<file path="src/common/jvm_isa_pkg.sv">
`default_nettype none

package jvm_isa_pkg;

    typedef logic [7:0] opcode_t;     // one bytecode
    typedef logic [3:0] alu_op_t;
    typedef logic [2:0] cmp_kind_t;

    localparam opcode_t NOP       = 8'h00;
    localparam opcode_t ICONST_M1 = 8'h02;
    localparam opcode_t ICONST_0  = 8'h03;
    localparam opcode_t ICONST_1  = 8'h04;
    localparam opcode_t ICONST_2  = 8'h05;
    localparam opcode_t ICONST_3  = 8'h06;
    localparam opcode_t ICONST_4  = 8'h07;
    localparam opcode_t ICONST_5  = 8'h08;
    localparam opcode_t BIPUSH    = 8'h10;
    localparam opcode_t SIPUSH    = 8'h11;
    localparam opcode_t ILOAD     = 8'h15;
    localparam opcode_t ILOAD_0   = 8'h1a;
    localparam opcode_t ILOAD_1   = 8'h1b;
    localparam opcode_t ILOAD_2   = 8'h1c;
    localparam opcode_t ILOAD_3   = 8'h1d;
    localparam opcode_t ISTORE    = 8'h36;
    localparam opcode_t ISTORE_0  = 8'h3b;
    localparam opcode_t ISTORE_1  = 8'h3c;
    localparam opcode_t ISTORE_2  = 8'h3d;
    localparam opcode_t ISTORE_3  = 8'h3e;
    localparam opcode_t POP       = 8'h57;
    localparam opcode_t DUP       = 8'h59;
    localparam opcode_t IADD      = 8'h60;
    localparam opcode_t ISUB      = 8'h64;
    localparam opcode_t IMUL      = 8'h68;
    localparam opcode_t ISHL      = 8'h78;
    localparam opcode_t ISHR      = 8'h7a;
    localparam opcode_t IAND      = 8'h7e;
    localparam opcode_t IOR       = 8'h80;
    localparam opcode_t IXOR      = 8'h82;
    localparam opcode_t IFEQ      = 8'h99;    // compare top of stack with zero
    localparam opcode_t IFNE      = 8'h9a;
    localparam opcode_t IFLT      = 8'h9b;
    localparam opcode_t IFGE      = 8'h9c;
    localparam opcode_t IFGT      = 8'h9d;
    localparam opcode_t IFLE      = 8'h9e;
    localparam opcode_t IF_ICMPEQ = 8'h9f;    // compare the two top values
    localparam opcode_t IF_ICMPNE = 8'ha0;
    localparam opcode_t IF_ICMPLT = 8'ha1;
    localparam opcode_t IF_ICMPGE = 8'ha2;
    localparam opcode_t IF_ICMPGT = 8'ha3;
    localparam opcode_t IF_ICMPLE = 8'ha4;
    localparam opcode_t GOTO      = 8'ha7;

    localparam alu_op_t ALU_ADD = 4'd0;
    localparam alu_op_t ALU_SUB = 4'd1;
    localparam alu_op_t ALU_MUL = 4'd2;       // low word only
    localparam alu_op_t ALU_AND = 4'd3;
    localparam alu_op_t ALU_OR  = 4'd4;
    localparam alu_op_t ALU_XOR = 4'd5;
    localparam alu_op_t ALU_SHL = 4'd6;
    localparam alu_op_t ALU_SHR = 4'd7;       // arithmetic

    localparam cmp_kind_t CMP_EQ = 3'd0;
    localparam cmp_kind_t CMP_NE = 3'd1;
    localparam cmp_kind_t CMP_LT = 3'd2;
    localparam cmp_kind_t CMP_GE = 3'd3;
    localparam cmp_kind_t CMP_GT = 3'd4;
    localparam cmp_kind_t CMP_LE = 3'd5;

endpackage

`default_nettype wire

</file>
<file path="src/common/jvm_core_pkg.sv">
`default_nettype none

package jvm_core_pkg;

    typedef logic [31:0]        word_t;       // stack and local variable value
    typedef logic [7:0]         lva_index_t;
    typedef logic signed [15:0] pc_offset_t;  // distance from current instruction
    typedef logic [1:0]         arg_count_t;  // argument bytes after the opcode

    typedef struct packed {
        logic  push;      // low for a pop
        logic  trigger;
        word_t wdata;
    } stack_req_t;

    typedef struct packed {
        logic  done;
        word_t rdata;     // valid with done on a pop
    } stack_rsp_t;

    typedef struct packed {
        logic       write;
        logic       trigger;
        lva_index_t index;
        word_t      wdata;
    } lva_req_t;

    typedef struct packed {
        logic  done;
        word_t rdata;
    } lva_rsp_t;

    typedef struct packed {
        logic                   is_const;
        logic                   is_lit;
        logic                   is_alu;
        logic                   is_cmp;       // compare with zero
        logic                   is_cmp2;      // compare two stack values
        logic                   is_goto;
        logic                   is_load;
        logic                   is_store;
        logic                   is_pop;
        logic                   is_dup;
        jvm_isa_pkg::alu_op_t   alu_op;
        jvm_isa_pkg::cmp_kind_t cmp_kind;
        word_t                  const_val;
        lva_index_t             short_index;  // index of the _0 to _3 forms
        logic                   has_index_arg;
        arg_count_t             arg_count;
        logic [1:0]             pops;
        logic [1:0]             pushes;
    } decoded_t;

    typedef enum logic [2:0] {
        ST_IDLE,
        ST_POP_LOAD,
        ST_LVA_START,
        ST_LVA_WAIT,
        ST_EXEC,
        ST_PUSH,
        ST_PUSH_WAIT
    } seq_state_t;

    localparam int FETCH_WAIT = 3;            // idle cycles before opcode sample

endpackage

`default_nettype wire

</file>
<file path="src/hw/bytecode_decoder.sv">
`timescale 1ns/10ps
`default_nettype none

module bytecode_decoder (
    input  jvm_isa_pkg::opcode_t   op_code,
    output jvm_core_pkg::decoded_t decoded
);
    import jvm_isa_pkg::*;
    import jvm_core_pkg::*;

    always_comb begin
        decoded = '0;                          // unknown opcodes do nothing
        decoded.is_alu  = op_code inside {IADD, ISUB, IMUL, IAND, IOR, IXOR, ISHL, ISHR};
        decoded.is_cmp  = op_code inside {IFEQ, IFNE, IFLT, IFGE, IFGT, IFLE};
        decoded.is_cmp2 = op_code inside {IF_ICMPEQ, IF_ICMPNE, IF_ICMPLT,
                                          IF_ICMPGE, IF_ICMPGT, IF_ICMPLE};
        decoded.is_goto = (op_code == GOTO);
        decoded.is_pop  = (op_code == POP);
        decoded.is_dup  = (op_code == DUP);

        case (op_code)
            ICONST_M1, ICONST_0, ICONST_1, ICONST_2, ICONST_3, ICONST_4, ICONST_5: begin
                decoded.is_const  = 1'b1;
                decoded.const_val = word_t'(op_code) - word_t'(ICONST_0);  // m1 wraps to -1
            end
            BIPUSH: begin
                decoded.is_lit    = 1'b1;
                decoded.arg_count = 2'd1;
            end
            SIPUSH: begin
                decoded.is_lit    = 1'b1;
                decoded.arg_count = 2'd2;
            end
            ILOAD: begin
                decoded.is_load       = 1'b1;
                decoded.has_index_arg = 1'b1;
            end
            ILOAD_0, ILOAD_1, ILOAD_2, ILOAD_3: begin
                decoded.is_load     = 1'b1;
                decoded.short_index = op_code - ILOAD_0;
            end
            ISTORE: begin
                decoded.is_store      = 1'b1;
                decoded.has_index_arg = 1'b1;
            end
            ISTORE_0, ISTORE_1, ISTORE_2, ISTORE_3: begin
                decoded.is_store    = 1'b1;
                decoded.short_index = op_code - ISTORE_0;
            end
            IADD: decoded.alu_op = ALU_ADD;
            ISUB: decoded.alu_op = ALU_SUB;
            IMUL: decoded.alu_op = ALU_MUL;
            IAND: decoded.alu_op = ALU_AND;
            IOR:  decoded.alu_op = ALU_OR;
            IXOR: decoded.alu_op = ALU_XOR;
            ISHL: decoded.alu_op = ALU_SHL;
            ISHR: decoded.alu_op = ALU_SHR;
            IFEQ, IF_ICMPEQ: decoded.cmp_kind = CMP_EQ;
            IFNE, IF_ICMPNE: decoded.cmp_kind = CMP_NE;
            IFLT, IF_ICMPLT: decoded.cmp_kind = CMP_LT;
            IFGE, IF_ICMPGE: decoded.cmp_kind = CMP_GE;
            IFGT, IF_ICMPGT: decoded.cmp_kind = CMP_GT;
            IFLE, IF_ICMPLE: decoded.cmp_kind = CMP_LE;
            default: begin
            end
        endcase

        if (decoded.has_index_arg) begin
            decoded.arg_count = 2'd1;
        end
        if (decoded.is_cmp || decoded.is_cmp2 || decoded.is_goto) begin
            decoded.arg_count = 2'd2;          // branch offset bytes
        end

        if (decoded.is_alu || decoded.is_cmp2) begin
            decoded.pops = 2'd2;
        end else if (decoded.is_cmp || decoded.is_store || decoded.is_pop || decoded.is_dup) begin
            decoded.pops = 2'd1;
        end

        if (decoded.is_dup) begin
            decoded.pushes = 2'd2;             // popped value goes back twice
        end else if (decoded.is_const || decoded.is_lit || decoded.is_alu || decoded.is_load) begin
            decoded.pushes = 2'd1;
        end
    end

endmodule

`default_nettype wire

</file>
<file path="src/hw/control/branch_unit.sv">
`timescale 1ns/10ps
`default_nettype none

module branch_unit (
    input  logic                     clk,
    input  logic                     reset,
    input  logic                     resolve,
    input  jvm_core_pkg::decoded_t   decoded,
    input  jvm_core_pkg::word_t      operand_a,
    input  jvm_core_pkg::word_t      operand_b,
    input  logic [7:0]               arg1,
    input  logic [7:0]               arg2,
    output jvm_core_pkg::pc_offset_t offset
);
    import jvm_isa_pkg::*;
    import jvm_core_pkg::*;

    logic signed [31:0] lhs;
    logic signed [31:0] rhs;
    logic               cond;
    logic               taken;

    assign lhs = signed'(operand_a);
    assign rhs = decoded.is_cmp2 ? signed'(operand_b) : 32'sd0;  // ifxx compares with zero

    always_comb begin
        case (decoded.cmp_kind)
            CMP_EQ:  cond = (lhs == rhs);
            CMP_NE:  cond = (lhs != rhs);
            CMP_LT:  cond = (lhs < rhs);
            CMP_GE:  cond = (lhs >= rhs);
            CMP_GT:  cond = (lhs > rhs);
            CMP_LE:  cond = (lhs <= rhs);
            default: cond = 1'b0;
        endcase
    end

    assign taken = decoded.is_goto || ((decoded.is_cmp || decoded.is_cmp2) && cond);

    always_ff @(posedge clk) begin
        if (reset) begin
            offset <= pc_offset_t'(1);
        end else if (resolve) begin
            offset <= taken ? pc_offset_t'({arg1, arg2})
                            : pc_offset_t'(decoded.arg_count) + pc_offset_t'(1);  // skip args
        end
    end

endmodule

`default_nettype wire

</file>
<file path="src/hw/control/exec_sequencer.sv">
`timescale 1ns/10ps
`default_nettype none

module exec_sequencer (
    input  logic                     clk,
    input  logic                     reset,
    input  jvm_isa_pkg::opcode_t     op_code,
    input  logic [7:0]               arg1,
    input  logic [7:0]               arg2,
    input  jvm_core_pkg::decoded_t   decoded,
    input  jvm_core_pkg::word_t      alu_result,
    output jvm_core_pkg::word_t      operand_a,
    output jvm_core_pkg::word_t      operand_b,
    output logic                     resolve,
    output jvm_core_pkg::stack_req_t stack_req,
    input  jvm_core_pkg::stack_rsp_t stack_rsp,
    output jvm_core_pkg::lva_req_t   lva_req,
    input  jvm_core_pkg::lva_rsp_t   lva_rsp,
    output logic                     op_done
);
    import jvm_isa_pkg::*;
    import jvm_core_pkg::*;

    seq_state_t state;
    logic [1:0] wait_cnt;       // fetch wait after done
    logic [1:0] pops_left;
    logic [1:0] pushes_left;
    word_t      lva_data;       // value from a local load
    word_t      push_value;
    logic       active;

    // invoke and return codes decode to no class, so they idle like nop
    assign active = (op_code != NOP) &&
                    (decoded.pops != 2'd0 || decoded.pushes != 2'd0 || decoded.is_goto);

    assign resolve = (state == ST_EXEC);    // branch unit registers offset here

    always_comb begin
        if (decoded.is_const) begin
            push_value = decoded.const_val;
        end else if (decoded.is_lit && decoded.arg_count == 2'd2) begin
            push_value = {{16{arg1[7]}}, arg1, arg2};
        end else if (decoded.is_lit) begin
            push_value = {{24{arg1[7]}}, arg1};
        end else if (decoded.is_alu) begin
            push_value = alu_result;
        end else if (decoded.is_load) begin
            push_value = lva_data;
        end else begin
            push_value = operand_a;         // dup
        end
    end

    always_ff @(posedge clk) begin
        if (reset) begin
            state             <= ST_IDLE;
            wait_cnt          <= 2'(FETCH_WAIT);
            pops_left         <= 2'd0;
            pushes_left       <= 2'd0;
            stack_req.trigger <= 1'b0;
            lva_req.trigger   <= 1'b0;
            op_done           <= 1'b0;
        end else begin
            stack_req.trigger <= 1'b0;      // all strobes last one cycle
            lva_req.trigger   <= 1'b0;
            op_done           <= 1'b0;
            case (state)
                ST_IDLE: begin
                    if (wait_cnt != 2'd0) begin
                        wait_cnt <= wait_cnt - 2'd1;
                    end else if (active) begin
                        pops_left   <= decoded.pops;
                        pushes_left <= decoded.pushes;
                        if (decoded.pops != 2'd0) begin
                            stack_req.push    <= 1'b0;
                            stack_req.trigger <= 1'b1;
                            state             <= ST_POP_LOAD;
                        end else if (decoded.is_load) begin
                            state <= ST_LVA_START;
                        end else begin
                            state <= ST_EXEC;
                        end
                    end
                end
                ST_POP_LOAD: begin
                    if (stack_rsp.done) begin
                        operand_a <= stack_rsp.rdata;   // newest pop is the deeper value
                        operand_b <= operand_a;
                        if (pops_left == 2'd1) begin
                            state <= decoded.is_store ? ST_LVA_START : ST_EXEC;
                        end else begin
                            pops_left         <= pops_left - 2'd1;
                            stack_req.push    <= 1'b0;
                            stack_req.trigger <= 1'b1;
                        end
                    end
                end
                ST_LVA_START: begin
                    lva_req.trigger <= 1'b1;
                    lva_req.write   <= decoded.is_store;
                    lva_req.index   <= decoded.has_index_arg ? arg1 : decoded.short_index;
                    lva_req.wdata   <= operand_a;
                    state           <= ST_LVA_WAIT;
                end
                ST_LVA_WAIT: begin
                    if (lva_rsp.done) begin
                        lva_data <= lva_rsp.rdata;
                        state    <= ST_EXEC;
                    end
                end
                ST_EXEC: begin
                    stack_req.wdata <= push_value;
                    if (pushes_left != 2'd0) begin
                        state <= ST_PUSH;
                    end else begin
                        op_done  <= 1'b1;
                        wait_cnt <= 2'(FETCH_WAIT);
                        state    <= ST_IDLE;
                    end
                end
                ST_PUSH: begin
                    stack_req.push    <= 1'b1;
                    stack_req.trigger <= 1'b1;
                    state             <= ST_PUSH_WAIT;
                end
                ST_PUSH_WAIT: begin
                    if (stack_rsp.done) begin
                        if (pushes_left == 2'd1) begin
                            op_done  <= 1'b1;
                            wait_cnt <= 2'(FETCH_WAIT);
                            state    <= ST_IDLE;
                        end else begin
                            pushes_left <= pushes_left - 2'd1;  // second copy of dup
                            state       <= ST_PUSH;
                        end
                    end
                end
                default: state <= ST_IDLE;
            endcase
        end
    end

endmodule

`default_nettype wire

</file>
<file path="src/hw/int_alu.sv">
`timescale 1ns/10ps
`default_nettype none

module int_alu (
    input  jvm_core_pkg::word_t   operand_a,   // deeper stack value
    input  jvm_core_pkg::word_t   operand_b,   // top of stack
    input  jvm_isa_pkg::alu_op_t  op_select,
    output jvm_core_pkg::word_t   result
);
    import jvm_isa_pkg::*;

    logic [4:0] shamt;

    assign shamt = operand_b[4:0];

    always_comb begin
        case (op_select)
            ALU_ADD: result = operand_a + operand_b;
            ALU_SUB: result = operand_a - operand_b;
            ALU_MUL: result = operand_a * operand_b;       // low 32 bits
            ALU_AND: result = operand_a & operand_b;
            ALU_OR:  result = operand_a | operand_b;
            ALU_XOR: result = operand_a ^ operand_b;
            ALU_SHL: result = operand_a << shamt;
            ALU_SHR: result = $signed(operand_a) >>> shamt;
            default: result = '0;
        endcase
    end

endmodule

`default_nettype wire

</file>
<file path="src/hw/jvm_control.sv">
`timescale 1ns/10ps
`default_nettype none

module jvm_control (
    input  logic                     clk,
    input  logic                     reset,
    input  jvm_isa_pkg::opcode_t     op_code,   // held stable until op_done
    input  logic [7:0]               arg1,
    input  logic [7:0]               arg2,
    input  jvm_core_pkg::stack_rsp_t stack_rsp,
    input  jvm_core_pkg::lva_rsp_t   lva_rsp,
    output jvm_core_pkg::stack_req_t stack_req,
    output jvm_core_pkg::lva_req_t   lva_req,
    output logic                     op_done,
    output jvm_core_pkg::pc_offset_t offset     // valid with op_done
);
    import jvm_core_pkg::*;

    decoded_t decoded;
    word_t    operand_a;
    word_t    operand_b;
    word_t    alu_result;
    logic     resolve;

    bytecode_decoder u_bytecode_decoder (
        .op_code (op_code),
        .decoded (decoded)
    );

    int_alu u_int_alu (
        .operand_a (operand_a),
        .operand_b (operand_b),
        .op_select (decoded.alu_op),
        .result    (alu_result)
    );

    exec_sequencer u_exec_sequencer (
        .clk        (clk),
        .reset      (reset),
        .op_code    (op_code),
        .arg1       (arg1),
        .arg2       (arg2),
        .decoded    (decoded),
        .alu_result (alu_result),
        .operand_a  (operand_a),
        .operand_b  (operand_b),
        .resolve    (resolve),
        .stack_req  (stack_req),
        .stack_rsp  (stack_rsp),
        .lva_req    (lva_req),
        .lva_rsp    (lva_rsp),
        .op_done    (op_done)
    );

    branch_unit u_branch_unit (
        .clk       (clk),
        .reset     (reset),
        .resolve   (resolve),
        .decoded   (decoded),
        .operand_a (operand_a),
        .operand_b (operand_b),
        .arg1      (arg1),
        .arg2      (arg2),
        .offset    (offset)
    );

endmodule

`default_nettype wire

</file>
<file path="config.mk">
export PLATFORM = sky130hd
export DESIGN_NAME = jvm_control
export DESIGN_NICKNAME = d
export VERILOG_FILES = /design/src/common/jvm_isa_pkg.sv /design/src/common/jvm_core_pkg.sv /design/src/hw/bytecode_decoder.sv /design/src/hw/control/branch_unit.sv /design/src/hw/control/exec_sequencer.sv /design/src/hw/int_alu.sv /design/src/hw/jvm_control.sv
export SDC_FILE = /design/constraint.sdc
export NUM_CORES = 2
export LEC_CHECK = 0
export ABC_AREA = 1
export BUFFER_PORTS_ARGS = -buffer_cell sky130_fd_sc_hd__buf_2
export CAP_MARGIN = 25
export CORE_UTILIZATION = 45
export DETAILED_ROUTE_END_ITERATION = 8
export PLACE_DENSITY = 0.67
export SETUP_SLACK_MARGIN = 0.3
export SLEW_MARGIN = 20
export SYNTH_ARGS = -nofsm -noshare
export SYNTH_HDL_FRONTEND = slang
export SYNTH_SLANG_ARGS = --single-unit
</file>
<file path="constraint.sdc">
create_clock -name clk -period 18.6 [get_ports clk]
set_input_delay 3.72 -clock clk [delete_from_list [all_inputs] [get_ports clk]]
set_output_delay 3.72 -clock clk [all_outputs]
set_load 0.02 [all_outputs]
</file>
==> tab_implementation.tex <==
\begin{tabular}{lr}
\hline
Metric & Value \\
\hline
\multicolumn{2}{l}{\textbf{Finish}} \\
Most common cell after layout, fill and taps aside & sky130\_fd\_sc\_hd\_\_nand2\_1 \\
Most frequent cells in the layout & sky130\_fd\_sc\_hd\_\_nand2\_1 (1,281), sky130\_fd\_sc\_hd\_\_inv\_1 (976), sky130\_fd\_sc\_hd\_\_fa\_1 (409) \\
End-of-flow core utilization & 0.492 \\
Synth-to-Final Area Change & 7.81\% \\
Storage element area & 5670 um\^{}2 \\
Layout cells sized above 1 & 0.0816 \\
Fill cell count & 7,223 \\
Number of nets in the finished design & 5,473 \\
Area of the multi-input gates & 23,200 um\^{}2 \\
\multicolumn{2}{l}{\textbf{Setup path}} \\
Crit end category & flip-flop \\
Number of cells on the worst reg-to-reg path & 30 \\
Arrival time of data at the critical path endpoint & 8.40 ns \\
Logic depth of the worst setup path including buffers & 30 \\
Critical Path Max Stage Delay & 0.62 ns \\
CP bufs+invs & 7 \\
WS Path Type & reg -> reg \\
Reg-to-reg slack, setup & 10.43 ns \\
Most frequent CP cell & sky130\_fd\_sc\_hd\_\_fa\_1 \\
Required time of the critical path & 18.83 ns \\
Element type at the critical path start & flip-flop \\
Start of the worst register-to-register path & u\_exec\_sequencer.operand\_a[9]\$\_DFFE\_PP\_ \\
Critical Path Slowest Stage Cell & sky130\_fd\_sc\_hd\_\_fa\_1 \\
Top fanout value on the critical path & 16 \\
Top Family by Delay on Critical Path & adder cells \\
R2R Path End & u\_exec\_sequencer.stack\_req[24]\$\_DFFE\_PP\_ \\
\multicolumn{2}{l}{\textbf{Yosys}} \\
Synth Instances & 4,629 \\
Cell variety after synth & 59 \\
Post-synth ARST share & 0 \\
Yosys warnings & 0 \\
Syn avg cell area & 7.22 um\^{}2 \\
Primary flip-flop cell chosen by synthesis mapping & sky130\_fd\_sc\_hd\_\_edfxtp\_1 \\
Combined area of all synthesized cells & 33,400 um\^{}2 \\
Synthesized netlist net count & 5,394 \\
Proportion of synthesized chip area in sequential cells & 0.170 \\
Number of register bits inferred by synthesis & 198 \\
EDFF count, synth & 170 \\
\multicolumn{2}{l}{\textbf{Floorplanning}} \\
Core footprint & 73,200 um\^{}2 \\
Starting utilization of the core area & 0.457 \\
Die extent in y & 275 um \\
Width of the die & 275 um \\
Cell Rows & 99 \\
Total Die Area & 75,400 um\^{}2 \\
Top-level port count & 185 \\
\multicolumn{2}{l}{\textbf{Timing}} \\
Worst slew pin tran & 1.04 ns \\
Final worst-path cycle share & 0.440 \\
Highest Clock Rate & 0.122 GHz \\
Unrepaired setup endpoints after global routing & no \\
Setup-violating endpoint count in the final report & 0 \\
Total Neg Setup Slack & 0 ns \\
Setup skew after layout & 0.0226 ns \\
Final hold vios & 0 \\
Max-slew violation count & 0 \\
Worst relative slew slack & 0.303 \\
Min Tclk post-route & 8.18 ns \\
\multicolumn{2}{l}{\textbf{Power}} \\
Power density over cell area & 186 nW/um\^{}2 \\
LEAKAGE & 19.6 nW \\
Post-layout power & 6.71 mW \\
Worst ir drop on vdd & 0.000359 V \\
\multicolumn{2}{l}{\textbf{Run status}} \\
Status & complete, no violations \\
\multicolumn{2}{l}{\textbf{Route}} \\
Avg WL per Cell & 22.4 um \\
Vias/cell & 5.53 \\
Detail Route Antenna Nets & 0 \\
Drt first-iter violations & 2,895 \\
Initial DRT Pass Iterations & 6 \\
Final wirelength & 127,000 um \\
Via count & 31,403 \\
DRC viols & 0 \\
\multicolumn{2}{l}{\textbf{Worst hold path}} \\
Worst Hold Launch & u\_exec\_sequencer.operand\_a[4]\$\_DFFE\_PP\_ \\
Hold path cells & 0 \\
Worst Hold Endpoint & u\_exec\_sequencer.lva\_req[4]\$\_DFFE\_PP\_ \\
Kind of path behind the tightest hold check & reg -> reg \\
\multicolumn{2}{l}{\textbf{GRT}} \\
Gr ovfl total & 0 \\
Pin count of the biggest net entering global routing & 64 \\
Vias in the first global route & 30,799 \\
First-pass GRT wire length & 191,000 um \\
Overall global routing resource usage & 0.341 \\
Number of antenna violations at the first check in global routing & 5 \\
\multicolumn{2}{l}{\textbf{CTS}} \\
Clock root buffer & sky130\_fd\_sc\_hd\_\_clkbuf\_16 \\
Total clock buffers created by CTS & 17 \\
Post-CTS repair timing setup buffer count & 0 \\
Clock slew seen by the registers of the worst setup and hold paths & 0.10 ns \\
Clock tree from TritonCTS & done \\
H-tree depth & 4 \\
Clk sink count & 198 \\
Number of gates resized after cts & 0 \\
Max Root-Sink Buffers & 2 \\
Number of hold buffers added after cts & 0 \\
Clock latency reported for the late side of the worst-skew pair & 0.48 ns \\
\multicolumn{2}{l}{\textbf{Placed design}} \\
Number of buffer cells added on primary ports & 184 \\
Final RePlAce weighted congestion & 1.07 \\
Final HPWL DP & 99,300 um \\
\multicolumn{2}{l}{\textbf{Flow run}} \\
\# Max-Cap Violations & 0 \\
\hline
\end{tabular}
[per-stage QoR]
step | area, um^2 | instances | hold slack [ns] | worst slack [ns]
2_1_floorplan | 33400 | 4629 | 0.444 | 10.90
3_3_place_gp | 35400 | 5646 | 0.435 | 10.29
3_5_place_dp | 35400 | 5647 | 0.436 | 10.27
4_1_cts | 36000 | 5679 | 0.445 | 10.47
5_1_grt | 36000 | 5680 | 0.453 | 9.95
6_report | 36000 | 5682 | 0.442 | 10.43
[cells by family (layout without fill, tap and decap cells)]
family | after synthesis | count (layout) | share of synthesized area
and+or+nand+nor | 1814 | 1814 | 0.221
DFF | 198 | 198 | 0.170
buffers and inverters | 1214 | 1306 | 0.138
muxes | 13 | 13 | 0.00389
xor gates and xnor gates | 48 | 48 | 0.0126
other | 0 | 2 | 0
AOI/OAI and AO/OA | 669 | 669 | 0.112
adders and majority gates | 673 | 673 | 0.344
[worst max-delay path by stage]
stage	slack [ns]	end	startpoint
6_report	10.43	u_exec_sequencer.stack_req[24]$_DFFE_PP_	u_exec_sequencer.operand_a[9]$_DFFE_PP_
3_5_place_dp	10.27	u_exec_sequencer.stack_req[12]$_DFFE_PP_	op_code[1]
2_1_floorplan	10.90	u_exec_sequencer.stack_req[24]$_DFFE_PP_	u_exec_sequencer.operand_b[2]$_DFFE_PP_
3_3_place_gp	10.29	u_exec_sequencer.stack_req[24]$_DFFE_PP_	u_exec_sequencer.operand_a[12]$_DFFE_PP_
4_1_cts	10.47	u_exec_sequencer.stack_req[24]$_DFFE_PP_	u_exec_sequencer.operand_a[9]$_DFFE_PP_
5_1_grt	9.95	u_exec_sequencer.stack_req[24]$_DFFE_PP_	u_exec_sequencer.operand_a[8]$_DFFE_PP_
[sequential cells by signal, indices dropped and copies added (netlist names)]
register,count
u_exec_sequencer.wait_cnt,2
u_exec_sequencer.lva_data,32
u_exec_sequencer.operand_b,32
u_exec_sequencer.state,3
u_exec_sequencer.op_done,1
u_branch_unit.offset,16
u_exec_sequencer.pushes_left,2
u_exec_sequencer.stack_req,34
u_exec_sequencer.lva_req,42
u_exec_sequencer.pops_left,2
u_exec_sequencer.operand_a,32
[routing by layer]
metal	wire [um]	global-route usage	part of all wire
met5	0	0	0
met4	7010	0.170	0.055
met3	11100	0.0558	0.087
met2	57800	0.548	0.45
met1	51600	0.445	0.40
[area by class of cell]
cell class / count / share of cell area
multi-input combinational: 3217 / 0.643
sequential: 198 / 0.157
inverter: 998 / 0.104
timing repair buffer: 276 / 0.0450
tap: 959 / 0.0333
clock buffer: 18 / 0.0119
clock inverter: 14 / 0.00486
antenna: 2 / 0.000139
[worst register-to-register path: cells and delay by family (launching register included)]
| family | cells | cell delay (ns) |
|---|---|---|
| adders and majority gates | 10 | 4.51 |
| and+or+nand+nor | 10 | 1.71 |
| buffers and inverters | 7 | 0.99 |
| AOI/OAI and AO/OA | 3 | 0.42 |
| DFF | 1 | 0.33 |
[power breakdown]
| group | internal, mW | switching, mW |
|---|---|---|
| Combinational | 2.19 | 3.59 |
| Sequential | 0.512 | 0.0195 |
| Clock | 0.195 | 0.201 |
| Total | 2.90 | 3.81 |
[cells in the mapped netlist, types with 11 or more instances]
library cell                number  area share
sky130_fd_sc_hd__nand2_1      1281        0.14
sky130_fd_sc_hd__inv_1         976        0.11
sky130_fd_sc_hd__fa_1          409        0.24
sky130_fd_sc_hd__o21ai_0       291       0.044
sky130_fd_sc_hd__ha_1          264       0.099
sky130_fd_sc_hd__a21oi_1       228       0.034
sky130_fd_sc_hd__nor2_1        225       0.025
sky130_fd_sc_hd__nand3_1       172       0.026
sky130_fd_sc_hd__edfxtp_1      170        0.15
sky130_fd_sc_hd__clkbuf_1      143       0.016
sky130_fd_sc_hd__buf_1          45      0.0051
sky130_fd_sc_hd__xor2_1         38       0.010
sky130_fd_sc_hd__nand4_1        35      0.0066
sky130_fd_sc_hd__nor3_1         30      0.0045
sky130_fd_sc_hd__o211ai_1       29      0.0065
sky130_fd_sc_hd__dfxtp_1        28       0.017
sky130_fd_sc_hd__buf_2          25      0.0037
sky130_fd_sc_hd__or2_2          25      0.0047
sky130_fd_sc_hd__a31oi_1        17      0.0032
sky130_fd_sc_hd__inv_2          16      0.0018
sky130_fd_sc_hd__o2111ai_1      14      0.0037
sky130_fd_sc_hd__mux2i_1        13      0.0039
sky130_fd_sc_hd__o21bai_1       11      0.0025
Power figures use the tool's default switching activity.
